===== src/e1000_pkg.sv =====
package e1000_pkg;

	// Register port widths
	localparam int AXIL_ADDR_W = 32;
	localparam int AXIL_DATA_W = 32;

	// Register offsets
	localparam logic [AXIL_ADDR_W-1:0] REG_CTRL   = 32'h0000_0000;
	localparam logic [AXIL_ADDR_W-1:0] REG_STATUS = 32'h0000_0008;
	localparam logic [AXIL_ADDR_W-1:0] REG_MDIC   = 32'h0000_0020;
	localparam logic [AXIL_ADDR_W-1:0] REG_ICR    = 32'h0000_00C0;
	localparam logic [AXIL_ADDR_W-1:0] REG_ICS    = 32'h0000_00C8;
	localparam logic [AXIL_ADDR_W-1:0] REG_IMS    = 32'h0000_00D0;
	localparam logic [AXIL_ADDR_W-1:0] REG_IMC    = 32'h0000_00D8;

	localparam int CTRL_RST_BIT     = 26;
	localparam int CTRL_PHY_RST_BIT = 31;

	localparam int STATUS_FD_BIT    = 0;
	localparam int STATUS_LU_BIT    = 1;
	localparam int STATUS_SPEED_LSB = 6;

	// Interrupt causes
	localparam int ICR_LSC_BIT    = 2;
	localparam int ICR_MDAC_BIT   = 9;
	localparam int ICR_PHYINT_BIT = 12;

	// MDIC data sits in 15:0 and the PHY address in 25:21 is ignored
	localparam int MDIC_REGAD_LSB = 16;
	localparam int MDIC_OP_LSB    = 26;
	localparam int MDIC_RDY_BIT   = 28;
	localparam int MDIC_ERR_BIT   = 30;

	localparam logic [4:0] PHY_ADDR = 5'b00000;
	localparam int MDIO_HALF_DIV      = 4; // aclk cycles per MDC half period
	localparam int MDIO_DIV_W         = $clog2(MDIO_HALF_DIV);
	localparam int MDIO_PREAMBLE_BITS = 32;

	typedef enum logic [1:0] {
		MDIO_OP_WRITE = 2'b01,
		MDIO_OP_READ  = 2'b10
	} mdio_op_e;

	typedef enum logic [2:0] {
		MDIO_IDLE,
		MDIO_REQ,
		MDIO_PRE,
		MDIO_SHIFT,
		MDIO_DONE
	} mdio_state_e;

endpackage

===== src/e1000_top.sv =====
module e1000_top
	import e1000_pkg::*;
(
	input  logic                     aclk,
	input  logic                     reset_i,

	input  logic [AXIL_ADDR_W-1:0]   s_awaddr_i,
	input  logic                     s_awvalid_i,
	output logic                     s_awready_o,
	input  logic [AXIL_DATA_W-1:0]   s_wdata_i,
	input  logic [AXIL_DATA_W/8-1:0] s_wstrb_i,
	input  logic                     s_wvalid_i,
	output logic                     s_wready_o,
	output logic [1:0]               s_bresp_o,
	output logic                     s_bvalid_o,
	input  logic                     s_bready_i,
	input  logic [AXIL_ADDR_W-1:0]   s_araddr_i,
	input  logic                     s_arvalid_i,
	output logic                     s_arready_o,
	output logic [AXIL_DATA_W-1:0]   s_rdata_o,
	output logic [1:0]               s_rresp_o,
	output logic                     s_rvalid_o,
	input  logic                     s_rready_i,

	output logic                     intr_request_o,
	output logic                     reset_request_o,

	output logic                     phy_mdc_o,
	input  logic                     phy_mdio_i,
	output logic                     phy_mdio_o,
	output logic                     phy_mdio_oe_o,
	output logic                     phy_mdio_req_o,
	input  logic                     phy_mdio_gnt_i,

	input  logic                     phy_int_i,
	input  logic                     phy_lsc_i,
	output logic                     phy_reset_o,
	input  logic [1:0]               phy_speed_i,
	input  logic                     phy_duplex_i,
	input  logic                     phy_up_i
);

	logic        ics_wr;
	logic        ims_wr;
	logic        imc_wr;
	logic        icr_rd;
	logic [31:0] reg_wdata;
	logic [31:0] icr;
	logic        mdio_start;
	mdio_op_e    mdio_op;
	logic [4:0]  mdio_regad;
	logic [15:0] mdio_wdata;
	logic [15:0] mdio_rdata;
	logic        mdio_done;

	// AXI and PHY status pins connect by name
	e1000_regs e1000_regs_inst (
		.icr_i        (icr),
		.ics_wr_o     (ics_wr),
		.ims_wr_o     (ims_wr),
		.imc_wr_o     (imc_wr),
		.icr_rd_o     (icr_rd),
		.reg_wdata_o  (reg_wdata),
		.mdio_start_o (mdio_start),
		.mdio_op_o    (mdio_op),
		.mdio_regad_o (mdio_regad),
		.mdio_wdata_o (mdio_wdata),
		.mdio_rdata_i (mdio_rdata),
		.mdio_done_i  (mdio_done),
		.*
	);

	intr_ctrl intr_ctrl_inst (
		.mdac_i      (mdio_done), // MDIO completion is the MDAC cause
		.ics_wr_i    (ics_wr),
		.ims_wr_i    (ims_wr),
		.imc_wr_i    (imc_wr),
		.icr_rd_i    (icr_rd),
		.reg_wdata_i (reg_wdata),
		.icr_o       (icr),
		.*
	);

	shift_mdio shift_mdio_inst (
		.start_i (mdio_start),
		.op_i    (mdio_op),
		.regad_i (mdio_regad),
		.wdata_i (mdio_wdata),
		.rdata_o (mdio_rdata),
		.done_o  (mdio_done),
		.*
	);

endmodule


===== src/shift_mdio.sv =====
module shift_mdio
	import e1000_pkg::*;
(
	input  logic        aclk,
	input  logic        reset_i,

	input  logic        start_i,
	input  mdio_op_e    op_i,
	input  logic [4:0]  regad_i,
	input  logic [15:0] wdata_i,
	output logic [15:0] rdata_o,
	output logic        done_o,

	output logic        phy_mdc_o,
	output logic        phy_mdio_o,
	output logic        phy_mdio_oe_o,
	input  logic        phy_mdio_i,
	output logic        phy_mdio_req_o,
	input  logic        phy_mdio_gnt_i
);

	mdio_state_e           state;
	logic [MDIO_DIV_W-1:0] div_cnt;
	logic [4:0]            bit_cnt;
	logic [31:0]           shreg;
	logic                  is_read;
	logic                  mdc_q;
	logic                  half_end;

	assign half_end  = (div_cnt == MDIO_DIV_W'(MDIO_HALF_DIV - 1));
	assign phy_mdc_o = mdc_q;

	always_ff @(posedge aclk) begin
		if (reset_i) begin
			state          <= MDIO_IDLE;
			mdc_q          <= 1'b0;
			phy_mdio_o     <= 1'b0;
			phy_mdio_oe_o  <= 1'b0;
			phy_mdio_req_o <= 1'b0;
			done_o         <= 1'b0;
		end else begin
			done_o <= 1'b0;
			case (state)
				MDIO_IDLE: if (start_i) begin
					shreg          <= {2'b01, op_i, PHY_ADDR, regad_i, 2'b10, wdata_i};
					is_read        <= (op_i == MDIO_OP_READ);
					phy_mdio_req_o <= 1'b1;
					state          <= MDIO_REQ;
				end
				MDIO_REQ: if (phy_mdio_gnt_i) begin
					div_cnt       <= '0;
					bit_cnt       <= 5'(MDIO_PREAMBLE_BITS - 1);
					mdc_q         <= 1'b0;
					phy_mdio_o    <= 1'b1; // Preamble is all ones
					phy_mdio_oe_o <= 1'b1;
					state         <= MDIO_PRE;
				end
				MDIO_PRE, MDIO_SHIFT: begin
					div_cnt <= div_cnt + 1'b1;
					if (half_end) begin
						div_cnt <= '0;
						mdc_q   <= ~mdc_q;
						if (!mdc_q) begin
							// Rising edge where PHY data is stable
							if (state == MDIO_SHIFT && is_read && bit_cnt < 5'd16)
								rdata_o <= {rdata_o[14:0], phy_mdio_i};
						end else if (bit_cnt != 5'd0) begin
							bit_cnt <= bit_cnt - 1'b1;
							if (state == MDIO_SHIFT) begin
								phy_mdio_o <= shreg[31];
								shreg      <= {shreg[30:0], 1'b0};
								if (is_read && bit_cnt == 5'd18)
									phy_mdio_oe_o <= 1'b0; // PHY owns the line from TA on
							end
						end else if (state == MDIO_PRE) begin
							bit_cnt    <= 5'd31;
							phy_mdio_o <= shreg[31];
							shreg      <= {shreg[30:0], 1'b0};
							state      <= MDIO_SHIFT;
						end else begin
							phy_mdio_o    <= 1'b0;
							phy_mdio_oe_o <= 1'b0;
							state         <= MDIO_DONE;
						end
					end
				end
				MDIO_DONE: begin
					phy_mdio_req_o <= 1'b0;
					done_o         <= 1'b1;
					state          <= MDIO_IDLE;
				end
				default: state <= MDIO_IDLE;
			endcase
		end
	end

endmodule


===== src/intr_ctrl.sv =====
module intr_ctrl
	import e1000_pkg::*;
(
	input  logic        aclk,
	input  logic        reset_i,

	input  logic        phy_int_i,
	input  logic        phy_lsc_i,
	input  logic        mdac_i,

	input  logic        ics_wr_i,
	input  logic        ims_wr_i,
	input  logic        imc_wr_i,
	input  logic        icr_rd_i,
	input  logic [31:0] reg_wdata_i,

	output logic [31:0] icr_o,
	output logic        intr_request_o
);

	logic [1:0]  int_sync;
	logic [1:0]  lsc_sync;
	logic [31:0] cause_set;
	logic [31:0] mask_q;

	// PHY pins are asynchronous to aclk
	always_ff @(posedge aclk) begin
		if (reset_i) begin
			int_sync <= '0;
			lsc_sync <= '0;
		end else begin
			int_sync <= {int_sync[0], phy_int_i};
			lsc_sync <= {lsc_sync[0], phy_lsc_i};
		end
	end

	always_comb begin
		cause_set = ics_wr_i ? reg_wdata_i : '0;
		cause_set[ICR_LSC_BIT]    = cause_set[ICR_LSC_BIT] | lsc_sync[1];
		cause_set[ICR_PHYINT_BIT] = cause_set[ICR_PHYINT_BIT] | int_sync[1];
		cause_set[ICR_MDAC_BIT]   = cause_set[ICR_MDAC_BIT] | mdac_i;
	end

	always_ff @(posedge aclk) begin
		if (reset_i) begin
			icr_o  <= '0;
			mask_q <= '0;
		end else begin
			icr_o <= (icr_rd_i ? '0 : icr_o) | cause_set; // New cause survives the clear
			if (ims_wr_i)
				mask_q <= mask_q | reg_wdata_i;
			else if (imc_wr_i)
				mask_q <= mask_q & ~reg_wdata_i;
		end
	end

	assign intr_request_o = |(icr_o & mask_q);

endmodule


===== src/e1000_regs.sv =====
module e1000_regs
	import e1000_pkg::*;
(
	input  logic                     aclk,
	input  logic                     reset_i,

	input  logic [AXIL_ADDR_W-1:0]   s_awaddr_i,
	input  logic                     s_awvalid_i,
	output logic                     s_awready_o,
	input  logic [AXIL_DATA_W-1:0]   s_wdata_i,
	input  logic [AXIL_DATA_W/8-1:0] s_wstrb_i,
	input  logic                     s_wvalid_i,
	output logic                     s_wready_o,
	output logic [1:0]               s_bresp_o,
	output logic                     s_bvalid_o,
	input  logic                     s_bready_i,
	input  logic [AXIL_ADDR_W-1:0]   s_araddr_i,
	input  logic                     s_arvalid_i,
	output logic                     s_arready_o,
	output logic [AXIL_DATA_W-1:0]   s_rdata_o,
	output logic [1:0]               s_rresp_o,
	output logic                     s_rvalid_o,
	input  logic                     s_rready_i,

	input  logic [1:0]               phy_speed_i,
	input  logic                     phy_duplex_i,
	input  logic                     phy_up_i,

	input  logic [31:0]              icr_i,
	output logic                     ics_wr_o,
	output logic                     ims_wr_o,
	output logic                     imc_wr_o,
	output logic                     icr_rd_o,
	output logic [31:0]              reg_wdata_o,

	output logic                     mdio_start_o,
	output mdio_op_e                 mdio_op_o,
	output logic [4:0]               mdio_regad_o,
	output logic [15:0]              mdio_wdata_o,
	input  logic [15:0]              mdio_rdata_i,
	input  logic                     mdio_done_i,

	output logic                     reset_request_o,
	output logic                     phy_reset_o
);

	logic                   wr_hs;
	logic                   rd_hs;
	logic                   bvalid_q;
	logic                   rvalid_q;
	logic [AXIL_DATA_W-1:0] wmask;
	logic [AXIL_DATA_W-1:0] wdata_m;
	logic [AXIL_DATA_W-1:0] rd_mux;
	logic [31:0]            ctrl_q;
	logic [31:0]            ims_q;
	logic [15:0]            mdic_data;
	logic [4:0]             mdic_regad;
	logic [1:0]             mdic_op;
	logic                   mdic_rdy;
	logic                   mdic_err;

	// Both channels taken together, only with no response outstanding
	assign wr_hs = s_awvalid_i & s_wvalid_i & ~bvalid_q;
	assign s_awready_o = wr_hs;
	assign s_wready_o  = wr_hs;
	assign s_bvalid_o  = bvalid_q;
	assign s_bresp_o   = 2'b00;

	assign rd_hs = s_arvalid_i & ~rvalid_q;
	assign s_arready_o = ~rvalid_q;
	assign s_rvalid_o  = rvalid_q;
	assign s_rresp_o   = 2'b00;
	assign icr_rd_o    = rd_hs & (s_araddr_i == REG_ICR); // Clears on the capture edge

	assign reset_request_o = ctrl_q[CTRL_RST_BIT];
	assign phy_reset_o     = ctrl_q[CTRL_PHY_RST_BIT] | reset_i;

	assign mdio_op_o    = mdio_op_e'(mdic_op);
	assign mdio_regad_o = mdic_regad;
	assign mdio_wdata_o = mdic_data;

	always_comb begin
		for (int i = 0; i < AXIL_DATA_W/8; i++) begin
			wmask[8*i +: 8] = {8{s_wstrb_i[i]}};
		end
		wdata_m = s_wdata_i & wmask;
	end

	always_ff @(posedge aclk) begin
		if (reset_i) begin
			bvalid_q     <= 1'b0;
			ctrl_q       <= '0;
			ims_q        <= '0;
			ics_wr_o     <= 1'b0;
			ims_wr_o     <= 1'b0;
			imc_wr_o     <= 1'b0;
			mdio_start_o <= 1'b0;
			mdic_data    <= '0;
			mdic_regad   <= '0;
			mdic_op      <= '0;
			mdic_rdy     <= 1'b1;
			mdic_err     <= 1'b0;
		end else begin
			ics_wr_o     <= wr_hs && (s_awaddr_i == REG_ICS);
			ims_wr_o     <= wr_hs && (s_awaddr_i == REG_IMS);
			imc_wr_o     <= wr_hs && (s_awaddr_i == REG_IMC);
			mdio_start_o <= 1'b0;

			if (mdio_done_i) begin
				mdic_rdy <= 1'b1;
				if (mdic_op == MDIO_OP_READ)
					mdic_data <= mdio_rdata_i;
			end

			if (wr_hs) begin
				bvalid_q    <= 1'b1;
				reg_wdata_o <= wdata_m;
				case (s_awaddr_i)
					REG_CTRL: ctrl_q <= (ctrl_q & ~wmask) | wdata_m;
					REG_MDIC: if (mdic_rdy) begin // Busy transfer blocks new requests
						mdic_data  <= wdata_m[15:0];
						mdic_regad <= wdata_m[MDIC_REGAD_LSB +: 5];
						mdic_op    <= wdata_m[MDIC_OP_LSB +: 2];
						if (wdata_m[MDIC_OP_LSB +: 2] == MDIO_OP_WRITE ||
								wdata_m[MDIC_OP_LSB +: 2] == MDIO_OP_READ) begin
							mdic_rdy     <= 1'b0;
							mdic_err     <= 1'b0;
							mdio_start_o <= 1'b1;
						end else begin
							mdic_rdy <= 1'b1; // Bad opcode completes at once
							mdic_err <= 1'b1;
						end
					end
					REG_IMS: ims_q <= ims_q | wdata_m;
					REG_IMC: ims_q <= ims_q & ~wdata_m;
					default: ;
				endcase
			end else if (s_bready_i) begin
				bvalid_q <= 1'b0;
			end
		end
	end

	always_comb begin
		rd_mux = '0;
		case (s_araddr_i)
			REG_CTRL: rd_mux = ctrl_q;
			REG_STATUS: begin
				rd_mux[STATUS_FD_BIT]           = phy_duplex_i;
				rd_mux[STATUS_LU_BIT]           = phy_up_i;
				rd_mux[STATUS_SPEED_LSB +: 2]   = phy_speed_i;
			end
			REG_MDIC: begin
				rd_mux[15:0]                  = mdic_data;
				rd_mux[MDIC_REGAD_LSB +: 5]   = mdic_regad;
				rd_mux[MDIC_OP_LSB +: 2]      = mdic_op;
				rd_mux[MDIC_RDY_BIT]          = mdic_rdy;
				rd_mux[MDIC_ERR_BIT]          = mdic_err;
			end
			REG_ICR: rd_mux = icr_i;
			REG_IMS: rd_mux = ims_q;
			default: ;
		endcase
	end

	always_ff @(posedge aclk) begin
		if (reset_i) begin
			rvalid_q <= 1'b0;
		end else if (rd_hs) begin
			rvalid_q  <= 1'b1;
			s_rdata_o <= rd_mux;
		end else if (s_rready_i) begin
			rvalid_q <= 1'b0;
		end
	end

endmodule


===== config.mk =====
export PLATFORM = sky130hd
export DESIGN_NAME = e1000_top
export DESIGN_NICKNAME = d
export VERILOG_FILES = /design/src/e1000_pkg.sv /design/src/e1000_top.sv /design/src/shift_mdio.sv /design/src/intr_ctrl.sv /design/src/e1000_regs.sv
export SDC_FILE = /design/constraint.sdc
export NUM_CORES = 1
export LEC_CHECK = 0
export BUFFER_PORTS_ARGS = -buffer_cell sky130_fd_sc_hd__buf_2
export CORE_ASPECT_RATIO = 0.5
export CORE_MARGIN = 5
export CORE_UTILIZATION = 45
export CTS_BUF_LIST = sky130_fd_sc_hd__clkbuf_2 sky130_fd_sc_hd__clkbuf_4 sky130_fd_sc_hd__clkbuf_8
export CTS_CLUSTER_SIZE = 10
export DETAILED_ROUTE_END_ITERATION = 8
export PLACE_DENSITY = 0.73
export SLEW_MARGIN = 0
export SYNTH_ARGS = -nofsm -noshare
export SYNTH_HDL_FRONTEND = slang
export SYNTH_SLANG_ARGS = --single-unit

===== constraint.sdc =====
create_clock -name aclk -period 4.6 [get_ports aclk]
set_input_delay 0.46 -clock aclk [delete_from_list [all_inputs] [get_ports aclk]]
set_output_delay 0.46 -clock aclk [all_outputs]
set_load 0.02 [all_outputs]

==> results.json, run 1 <==
{
  "route.met2.wl_mm": 16.63,
  "cellPowerDensity_nw_per_um2": 348.3,
  "cp.required_ps": 4140,
  "met3_length_mm": 3.789,
  "power.share.sequential": 0.526,
  "dpl_cell_area_sq_um": 13930,
  "hp-class": "in -> reg",
  "antenna_found_initial": 1,
  "nets": 1461,
  "grt_pass1_wl_mm": 57.98,
  "top_layer_used": "met5",
  "yosys_register_bits": 291,
  "p_sw_frac": 0.2313,
  "synth.avg_cell_area_sq_um": 10.54,
  "setup_tns_ps": 0,
  "dieArea_sq_um": 32510,
  "core_area_sq_um": 28030,
  "reg2reg_depth": 7,
  "synth_cell_types": 60,
  "ir_worst_vdd_mv": 0.1633,
  "syn_to_final_growth_pct": 14.38,
  "routed_wl_mm": 38.17,
  "vias": 10690,
  "drc": 0,
  "cts-buffers-inserted": 43,
  "antenna_left": 0,
  "crit_arrival_ps": 2330,
  "synth-adder-area-share": 0.003861,
  "synth_edf_count": 120,
  "fin_crit_sh": 0.6061,
  "synth_top_area_share": 0.2780,
  "cts_buffer_depth": 3,
  "fin_skew_ps": 23.49,
  "place.detailed.hpwl_mm": 26.06,
  "status": "finished, final reports clean",
  "drtIter0Drc": 1413,
  "synthFlopType": "dfxtp_1",
  "firstDrtPassIters": 5,
  "insertion_delay_ps": 570,
  "cts.sinks": 291,
  "synth_xor_area_frac": 0.002702,
  "crit_path_start_kind": "register",
  "p_int_uw": 3970,
  "power_leakage_uw": 0.005227,
  "htreeDepth": 2,
  "switching_power_uw": 1195,
  "whs_ps": 78.41,
  "initial_core_util": 0.4625,
  "synth_area_leaders": "edfxtp_1 28%, dfxtp_1 26%, mux2i_1 5.6%",
  "synth_top_area_cell": "edfxtp_1",
  "grt_pass1_vias": 10020,
  "clkTransAtPathRegs_ps": 70,
  "drv_cap": 0,
  "clkPwrFrac": 0.427,
  "fin_crit_ps": 2788,
  "fmax_mhz": 358.7,
  "synthMuxAreaShare": 0.07113,
  "ctsRootBufferMaster": "clkbuf_8",
  "ys_warn_count": 0,
  "syn-cell-area_sq_um": 12960,
  "gp_congestion": 0.9076,
  "pin_count": 163,
  "post_cts.repair.setup_buffers": 0,
  "worst_slack_ps": 1812,
  "end_kind": "primary output",
  "io_buffers": 158,
  "yosysSeqAreaShare": 0.5420,
  "die-height_microns": 130.0,
  "grt_overflow": 0,
  "crit_fanout": 3,
  "rows": 43,
  "synthArstFlopShare": 0,
  "grt_use_total": 0.2247,
  "final_area_sq_um": 14830,
  "whs_path_depth": 1,
  "combPwrFrac": 0.048,
  "wl_met1_mm": 16.77,
  "finalMaxSlewViolations": 0,
  "cts_resized": 0,
  "drive_gt1_frac": 0.2247,
  "worst_pin_slew_ps": 1066,
  "slew_headroom": 0.2895,
  "setup_viol": 0,
  "synthCells": 1230,
  "synth-simple-area-share": 0.1567,
  "grt_max_degree": 115,
  "hold_violations": 0,
  "dp_slack_ps": 1360,
  "wl_per_cell_microns": 21.71,
  "synth_compound_area_frac": 0.1795,
  "die_w_microns": 250.0,
  "viasPerCell": 6.078,
  "path_class": "reg -> out",
  "tritoncts": "yes",
  "rsz0062_at_grt": "no",
  "synth_top_family_by_area": "compound AO/OA/AOI/OAI gates",
  "hold_buffers": 0
}
## kinds of logic (layout without fill, tap and decap cells)
kind of cell / count (synthesis) / after routing
compound gates: 316 / 316
simple gates: 397 / 397
flops: 291 / 291
mux: 90 / 90
buf+inv: 127 / 269
other cells: 1 / 5
xor+xnor: 4 / 4
fa+ha+maj: 4 / 4
## power groups by stage
stage / clock [uW] / combinational [uW] / sequential [uW]
finish: 2200 / 246 / 2710
global route: 2370 / 258 / 2710
CTS: 2240 / 240 / 2710
detailed placement: 0 / 239 / 2770
global placement: 0 / 235 / 2770
floorplan: 0 / 111 / 2780
## final cells by class
class	count	area (sq um)
fill	2487	13200
sequential	291	7027
multi-input combinational	815	5431
timing repair buffer	178	947.2
clock buffer	69	824.5
tap	382	478.0
clock inverter	9	68.82
inverter	13	48.80
antenna	1	2.502
## final timing paths
check                                                               from                                    end  slack, ps
worst max-delay path                 intr_ctrl_inst.icr_o[25]$_SDFF_PP0_                         intr_request_o       1810
worst max register to register  shift_mdio_inst.bit_cnt[0]$_SDFFCE_PN1P_     shift_mdio_inst.shreg[9]$_DFFE_PP_       1850
worst min-delay path                                          phy_mdio_i   shift_mdio_inst.rdata_o[0]$_DFFE_PP_         80
worst min register to register     intr_ctrl_inst.lsc_sync[0]$_SDFF_PP0_  intr_ctrl_inst.lsc_sync[1]$_SDFF_PP0_        440
## worst max-delay path: stages (launching register included)
cell	delay, ps
dfxtp_1	330
a22o_1	240
a221oi_1	200
nand3_1	180
or4_1	610
buf_2	200
## through the flow
| stage | power (uW) | instances | utilization |
|---|---|---|---|
| floorplan | 2889 | 1233 | - |
| global placement | 3005 | 1679 | 0.4970 |
| detailed placement | 3010 | 1679 | 0.4970 |
| CTS | 5195 | 1757 | 0.5289 |
| global route | 5338 | 1757 | 0.5289 |
| finish | 5165 | 1758 | 0.5290 |
## Yosys cell counts (3+ instances only)
cell type and count:
a21oi_1 82, a22oi_1 44, a311oi_1 33, a41oi_1 32, and2_1 42, and4_1 5, buf_1 6, buf_2 8
buf_4 6, buf_6 4, clkbuf_1 88, dfxtp_1 171, edfxtp_1 120, ha_1 4, inv_1 12, mux2_2 17
mux2i_1 73, nand2_1 142, nand2b_1 7, nand3_1 6, nand3b_1 4, nand4_1 48, nor2_1 59, nor2b_1 30
nor3_1 14, nor4_1 10, o21ai_0 3, o22ai_1 15, o22ai_2 18, o2bb2ai_1 3, o31ai_1 73, or2_2 3
or3_1 6, or4_1 7, xnor2_1 3
## layer usage
| metal | vias up | track usage |
|---|---|---|
| met5 | - | 0 |
| met2 | 541 | 0.3403 |
| met4 | 2 | 0.06733 |
| li1 | 4875 | - |
| met1 | 5190 | 0.3215 |
| met3 | 77 | 0.05776 |
## layout by cell type, fill, tap and decap left out, types with 10 or more instances in the layout
master and instances:
clkbuf_4 20, a41oi_1 32, a22oi_1 44, nor4_1 10
inv_1 12, and2_1 42, buf_4 20, nand4_1 48
clkbuf_8 49, nor2_1 57, o22ai_1 15, o22ai_2 18
a311oi_1 33, nor2b_1 29, nand2_1 142, nor3_1 11
buf_2 157, o31ai_1 73, mux2_2 17, dfxtp_1 171
edfxtp_1 120, mux2i_1 73, a21oi_1 82
No activity file was read; power rests on OpenSTA's default activity.
==> inputs of run 2 (changes only) <==
--- a/config.mk
+++ b/config.mk
@@ -12,7 +12,7 @@
 export CTS_BUF_LIST = sky130_fd_sc_hd__clkbuf_2 sky130_fd_sc_hd__clkbuf_4 sky130_fd_sc_hd__clkbuf_8
 export CTS_CLUSTER_SIZE = 10
 export DETAILED_ROUTE_END_ITERATION = 8
-export PLACE_DENSITY = 0.73
+export PLACE_DENSITY = 0.7
 export SLEW_MARGIN = 0
 export SYNTH_ARGS = -nofsm -noshare
 export SYNTH_HDL_FRONTEND = slang
==> constraint.sdc (replaced) <==
create_clock -name aclk -period 2.7 [get_ports aclk]
set_input_delay 0.27 -clock aclk [delete_from_list [all_inputs] [get_ports aclk]]
set_output_delay 0.27 -clock aclk [all_outputs]
set_load 0.02 [all_outputs]
==> run 2 against run 1 <==
Compared with the run above:
- total power rose by 72%
- hold slack better by 10 ps
- critical path depth unchanged
- critical endpoint unchanged
- design area increased by 3.9%
- wire length rose by 4.4%
- worst setup slack worse by 1700 ps
- combinational power is 93% higher
- die area unchanged
- register-to-register slack worse by 1500 ps
- non-clock buffer count up 52
- clock power grew 73%
==> results.json, run 2 (synthesis gave the netlist of run 1 again) <==
{
  "grt_use_total": 0.2353,
  "insertion_delay_ps": 560,
  "place.detailed.hpwl_mm": 26.55,
  "vias": 11070,
  "fmax_mhz": 388.3,
  "hold_violations": 0,
  "end_kind": "primary output",
  "setup_tns_ps": 0,
  "drive_gt1_frac": 0.2323,
  "syn_to_final_growth_pct": 18.86,
  "grt_overflow": 0,
  "firstDrtPassIters": 6,
  "fin_crit_ps": 2575,
  "die_w_microns": 250.0,
  "clkPwrFrac": 0.427,
  "crit_fanout": 3,
  "grt_pass1_vias": 10410,
  "crit_path_start_kind": "register",
  "pin_count": 163,
  "worst_pin_slew_ps": 952.2,
  "routed_wl_mm": 39.83,
  "drv_cap": 0,
  "cpPeakStageDelay_ps": 520,
  "cts.sinks": 291,
  "fin_util": 0.5497,
  "wl_per_cell_microns": 21.98,
  "switching_power_uw": 2049,
  "slowest_stage": "or4_4",
  "path_class": "reg -> out",
  "cellPowerDensity_nw_per_um2": 577.8,
  "finalMaxSlewViolations": 0,
  "ctsRootBufferMaster": "clkbuf_8",
  "cts_buffer_depth": 3,
  "io_buffers": 158,
  "p_total_uw": 8903,
  "power_leakage_uw": 0.005489,
  "initial_core_util": 0.4625,
  "clkTransAtPathRegs_ps": 60,
  "crit_arrival_ps": 2310,
  "fin_skew_ps": 14.34,
  "grt_pass1_wl_mm": 60.82,
  "cts-buffers-inserted": 44,
  "drc": 0,
  "antenna_found_initial": 1,
  "mostFrequentLayoutCell": "dfxtp_1",
  "antenna_left": 0,
  "fin_crit_sh": 0.9539,
  "slew_headroom": 0.3609,
  "dieArea_sq_um": 32510,
  "grt_max_degree": 66,
  "p_int_uw": 6854,
  "gp_congestion": 0.9413,
  "power.share.sequential": 0.519,
  "viasPerCell": 6.108,
  "combPwrFrac": 0.053,
  "tritoncts": "yes",
  "ir_worst_vdd_mv": 0.3009,
  "nets": 1514,
  "status": "finished, final reports clean",
  "cp.required_ps": 2430,
  "core_area_sq_um": 28030,
  "rsz0062_at_grt": "no",
  "drtIter0Drc": 1497,
  "p_sw_frac": 0.2301,
  "rows": 43,
  "htreeDepth": 2,
  "die-height_microns": 130.0,
  "setup_viol": 0,
  "hp-class": "in -> reg",
  "mostFrequentLayoutCells": "171 x dfxtp_1, 157 x buf_2, 142 x nand2_1, 120 x edfxtp_1, 82 x a21oi_1",
  "path_cells": "a22o_1, a221oi_1, nand3_1, or4_4, buf_2"
}
## run 2: worst paths after layout
| kind | slack (ps) | start | cells past startpoint | endpoint |
|---|---|---|---|---|
| worst max-delay path | 120 | intr_ctrl_inst.icr_o[6]$_SDFF_PP0_ | 5 | intr_request_o |
| worst min-delay path | 90 | s_arvalid_i | 3 | e1000_regs_inst.s_rvalid_o$_SDFFE_PP0P_ |
| worst max register to register | 400 | shift_mdio_inst.bit_cnt[1]$_SDFFCE_PN1P_ | 7 | shift_mdio_inst.shreg[20]$_DFFE_PP_ |
| worst min register to register | 430 | intr_ctrl_inst.int_sync[0]$_SDFF_PP0_ | 1 | intr_ctrl_inst.int_sync[1]$_SDFF_PP0_ |
## run 2: critical path, delay by kind of cell (launching register included)
family	cells	cell delay [ps]
buffers and inverters	1	180
DFF	1	330
and+or+nand+nor	2	650
AOI/OAI and AO/OA	2	600
## run 2: per-stage QoR
stage          hold WS, ps  instances  area, sq um  setup WS (ps)
2_1_floorplan        368.9       1233        13010         -11.68
3_3_place_gp         422.8       1694        14110          269.2
3_5_place_dp         424.2       1694        14110          208.2
4_1_cts              59.72       1811        15400          19.91
5_1_grt              109.4       1812        15410          62.10
6_report             88.86       1812        15410          124.6
## run 2: cell type report
cell class / count / area (sq um)
inverter: 13 / 48.80
multi-input combinational: 815 / 5465
antenna: 1 / 2.502
sequential: 291 / 7027
clock inverter: 5 / 25.02
tap: 382 / 478.0
fill: 2364 / 12620
clock buffer: 75 / 894.6
timing repair buffer: 230 / 1468
## run 2: power by group through the flow
stage	clock network [uW]	logic, uW	registers, uW
global placement	0	410	4720
global route	4060	497	4620
finish	3800	475	4620
detailed placement	0	416	4720
CTS	3850	461	4620
floorplan	0	189	4730
## run 2: per-layer routing
| layer | part of all wire | vias up | GRT usage |
|---|---|---|---|
| li1 | - | 4987 | - |
| met1 | 0.42 | 5340 | 0.3359 |
| met3 | 0.11 | 92 | 0.05716 |
| met4 | 0.027 | 0 | 0.06380 |
| met2 | 0.44 | 649 | 0.3630 |
| met5 | 0 | - | 0 |
## run 2: timing repair
item / in CTS / in global routing
hold buffers: 37 / 0
setup endpoints to repair: 0 / 1
endpoints found under the hold margin: 44 / 0
buffers inserted: 0 / 0
resized for setup: 0 / 2
==> inputs of run 3 (changes only) <==
--- a/config.mk
+++ b/config.mk
@@ -8,11 +8,11 @@
 export BUFFER_PORTS_ARGS = -buffer_cell sky130_fd_sc_hd__buf_2
 export CORE_ASPECT_RATIO = 0.5
 export CORE_MARGIN = 5
-export CORE_UTILIZATION = 45
+export CORE_UTILIZATION = 30
 export CTS_BUF_LIST = sky130_fd_sc_hd__clkbuf_2 sky130_fd_sc_hd__clkbuf_4 sky130_fd_sc_hd__clkbuf_8
 export CTS_CLUSTER_SIZE = 10
 export DETAILED_ROUTE_END_ITERATION = 8
-export PLACE_DENSITY = 0.7
+export PLACE_DENSITY = 0.53
 export SLEW_MARGIN = 0
 export SYNTH_ARGS = -nofsm -noshare
 export SYNTH_HDL_FRONTEND = slang
==> run 3 against run 2 <==
Compared with the run above:
- critical path depth unchanged
- flip-flop and latch count unchanged
- via count decreased by 2.6%
- combinational power about the same
- register-to-register slack about the same
- non-clock buffer count increased by 6
- fmax increased by 0.56%
- hold slack improved by 6.2 ps
- total power increased by 2.3%
- clock skew increased by 7.1 ps
- global-route usage decreased by 6.8 points
- cell count increased by 11%
- critical path type unchanged
- largest cell class unchanged
==> results.json, run 3 (synthesis gave the netlist of run 1 again) <==
{
  "crit_path_start_kind": "register",
  "ir_worst_vdd_mv": 0.2733,
  "initial_core_util": 0.3064,
  "p_total_uw": 9107,
  "grt_use_total": 0.1668,
  "fin_crit_sh": 0.9486,
  "place_inst": 1895,
  "grt_overflow": 0,
  "status": "finished, final reports clean",
  "slew_headroom": 0.5107,
  "r2r_start": "shift_mdio_inst.bit_cnt[1]$_SDFFCE_PN1P_",
  "pin_count": 163,
  "grt_busiest_layer": "met2",
  "hold_start": "phy_mdio_gnt_i",
  "finalMaxSlewViolations": 0,
  "grt_pass1_wl_mm": 63.65,
  "htreeDepth": 2,
  "drv_cap": 0,
  "whs_path_depth": 4,
  "diodes": 0,
  "grt_use_met2": 0.2684,
  "r2r_end": "shift_mdio_inst.shreg[5]$_DFFE_PP_",
  "viasPerCell": 5.349,
  "mostFrequentLayoutCells": "171 x dfxtp_1, 157 x buf_2, 142 x nand2_1, 120 x edfxtp_1, 82 x a21oi_1",
  "cp.required_ps": 2430,
  "cellPowerDensity_nw_per_um2": 578.5,
  "end_kind": "primary output",
  "vias": 10780,
  "firstDrtPassIters": 5,
  "reg2reg_depth": 7,
  "syn_to_final_growth_pct": 21.43,
  "setup_tns_ps": 0,
  "holdPathEnd": "shift_mdio_inst.phy_mdio_oe_o$_SDFFE_PP0P_",
  "setup_viol": 0,
  "crit_arrival_ps": 2290,
  "io_buffers": 158,
  "ctsRootBufferMaster": "clkbuf_8",
  "nets": 1522,
  "mostFrequentLayoutCell": "dfxtp_1",
  "core_area_sq_um": 42310,
  "place.detailed.hpwl_mm": 28.53,
  "hp-class": "in -> reg",
  "gp_congestion": 0.8643,
  "worst_pin_slew_ps": 723.8,
  "reg2reg_slack_ps": 390,
  "clkTransAtPathRegs_ps": 60,
  "die-height_microns": 157.0,
  "met3_usage": 0.03294,
  "routed_wl_mm": 41.66,
  "fmax_mhz": 390.4,
  "power_leakage_uw": 0.005552,
  "antenna_found_initial": 1,
  "cts_buffer_depth": 3,
  "grt_max_degree": 54,
  "drc": 0,
  "path_class": "reg -> out",
  "die_w_microns": 304.0,
  "post_cts.repair.setup_buffers": 0,
  "dieArea_sq_um": 47720,
  "fin_util": 0.3721,
  "grt_pass1_vias": 10510,
  "fin_skew_ps": 21.39,
  "drtIter0Drc": 921,
  "cts-buffers-inserted": 46,
  "rsz0062_at_grt": "no",
  "rows": 53,
  "cts.sinks": 291,
  "fin_crit_ps": 2561,
  "insertion_delay_ps": 580,
  "tritoncts": "yes",
  "drive_gt1_frac": 0.2377,
  "wl_per_cell_microns": 20.66,
  "hold_violations": 0,
  "crit_fanout": 3,
  "final_cell_count_no_fill": 2016,
  "antenna_left": 0,
  "met1_usage": 0.2347
}
[run 3: changes by cell type in the layout (fill, tap and decap cells not counted), moves of 2 or more]
cell      previous run  this run
buf_12               3         1
clkbuf_4            22        24
buf_4               32        40
clkbuf_8            53        58
clkinv_2             5         2
[run 3: final cells by class]
cell class / count / area (sq um)
clock buffer: 82 / 978.4
timing repair buffer: 236 / 1488
multi-input combinational: 815 / 5468
tap: 577 / 721.9
fill: 4218 / 26570
clock inverter: 2 / 10.01
inverter: 13 / 48.80
sequential: 291 / 7027
[run 3: layer usage]
layer  routed length, microns  vias to the layer above  part of all wire
met4                      682                        0             0.016
met2                    19130                      415              0.46
li1                         -                     5006                 -
met3                     3031                       45             0.073
met1                    18810                     5318              0.45
met5                        0                        -                 0
[run 3: repair_timing]
| action | in CTS | in global routing |
|---|---|---|
| hold buffers | 37 | 0 |
| hold endpoints to repair | 46 | 0 |
| endpoints found under the setup margin | 0 | 1 |
| resized for setup | 0 | 2 |
[run 3: worst max path at each step]
stage | from | endpoint | slack [ps]
2_1_floorplan | shift_mdio_inst.bit_cnt[0]$_SDFFCE_PN1P_ | shift_mdio_inst.shreg[0]$_SDFFCE_PN0P_ | -10
3_3_place_gp | s_araddr_i[2] | e1000_regs_inst.s_rdata_o[16]$_DFFE_PP_ | 290
3_5_place_dp | s_awaddr_i[12] | e1000_regs_inst.mdic_rdy$_SDFF_PP1_ | 190
4_1_cts | intr_ctrl_inst.icr_o[25]$_SDFF_PP0_ | intr_request_o | 30
5_1_grt | intr_ctrl_inst.icr_o[25]$_SDFF_PP0_ | intr_request_o | 60
6_report | intr_ctrl_inst.icr_o[25]$_SDFF_PP0_ | intr_request_o | 140
[run 3: power by group]
group | switching [uW] | internal (uW)
clock network | 1750 | 2250
registers | 24.1 | 4600
logic | 301 | 177
total | 2080 | 7030
[run 3: critical path, stage by stage (launching register included)]
cell and delay (ps):
dfxtp_1 360, a22o_1 270, a221oi_2 190, nand3_1 130, or4_1 570, buf_2 190
[run 3: metrics by stage]
| step | hold WS (ps) | setup WS [ps] | cell area (sq um) |
|---|---|---|---|
| detailed placement | 425.6 | 193.1 | 14370 |
| CTS | 60.11 | 25.62 | 15730 |
| global route | 85.10 | 59.06 | 15740 |
| floorplan | 368.9 | -11.68 | 13010 |
| global placement | 424.2 | 288.0 | 14370 |
| finish | 95.06 | 138.8 | 15740 |
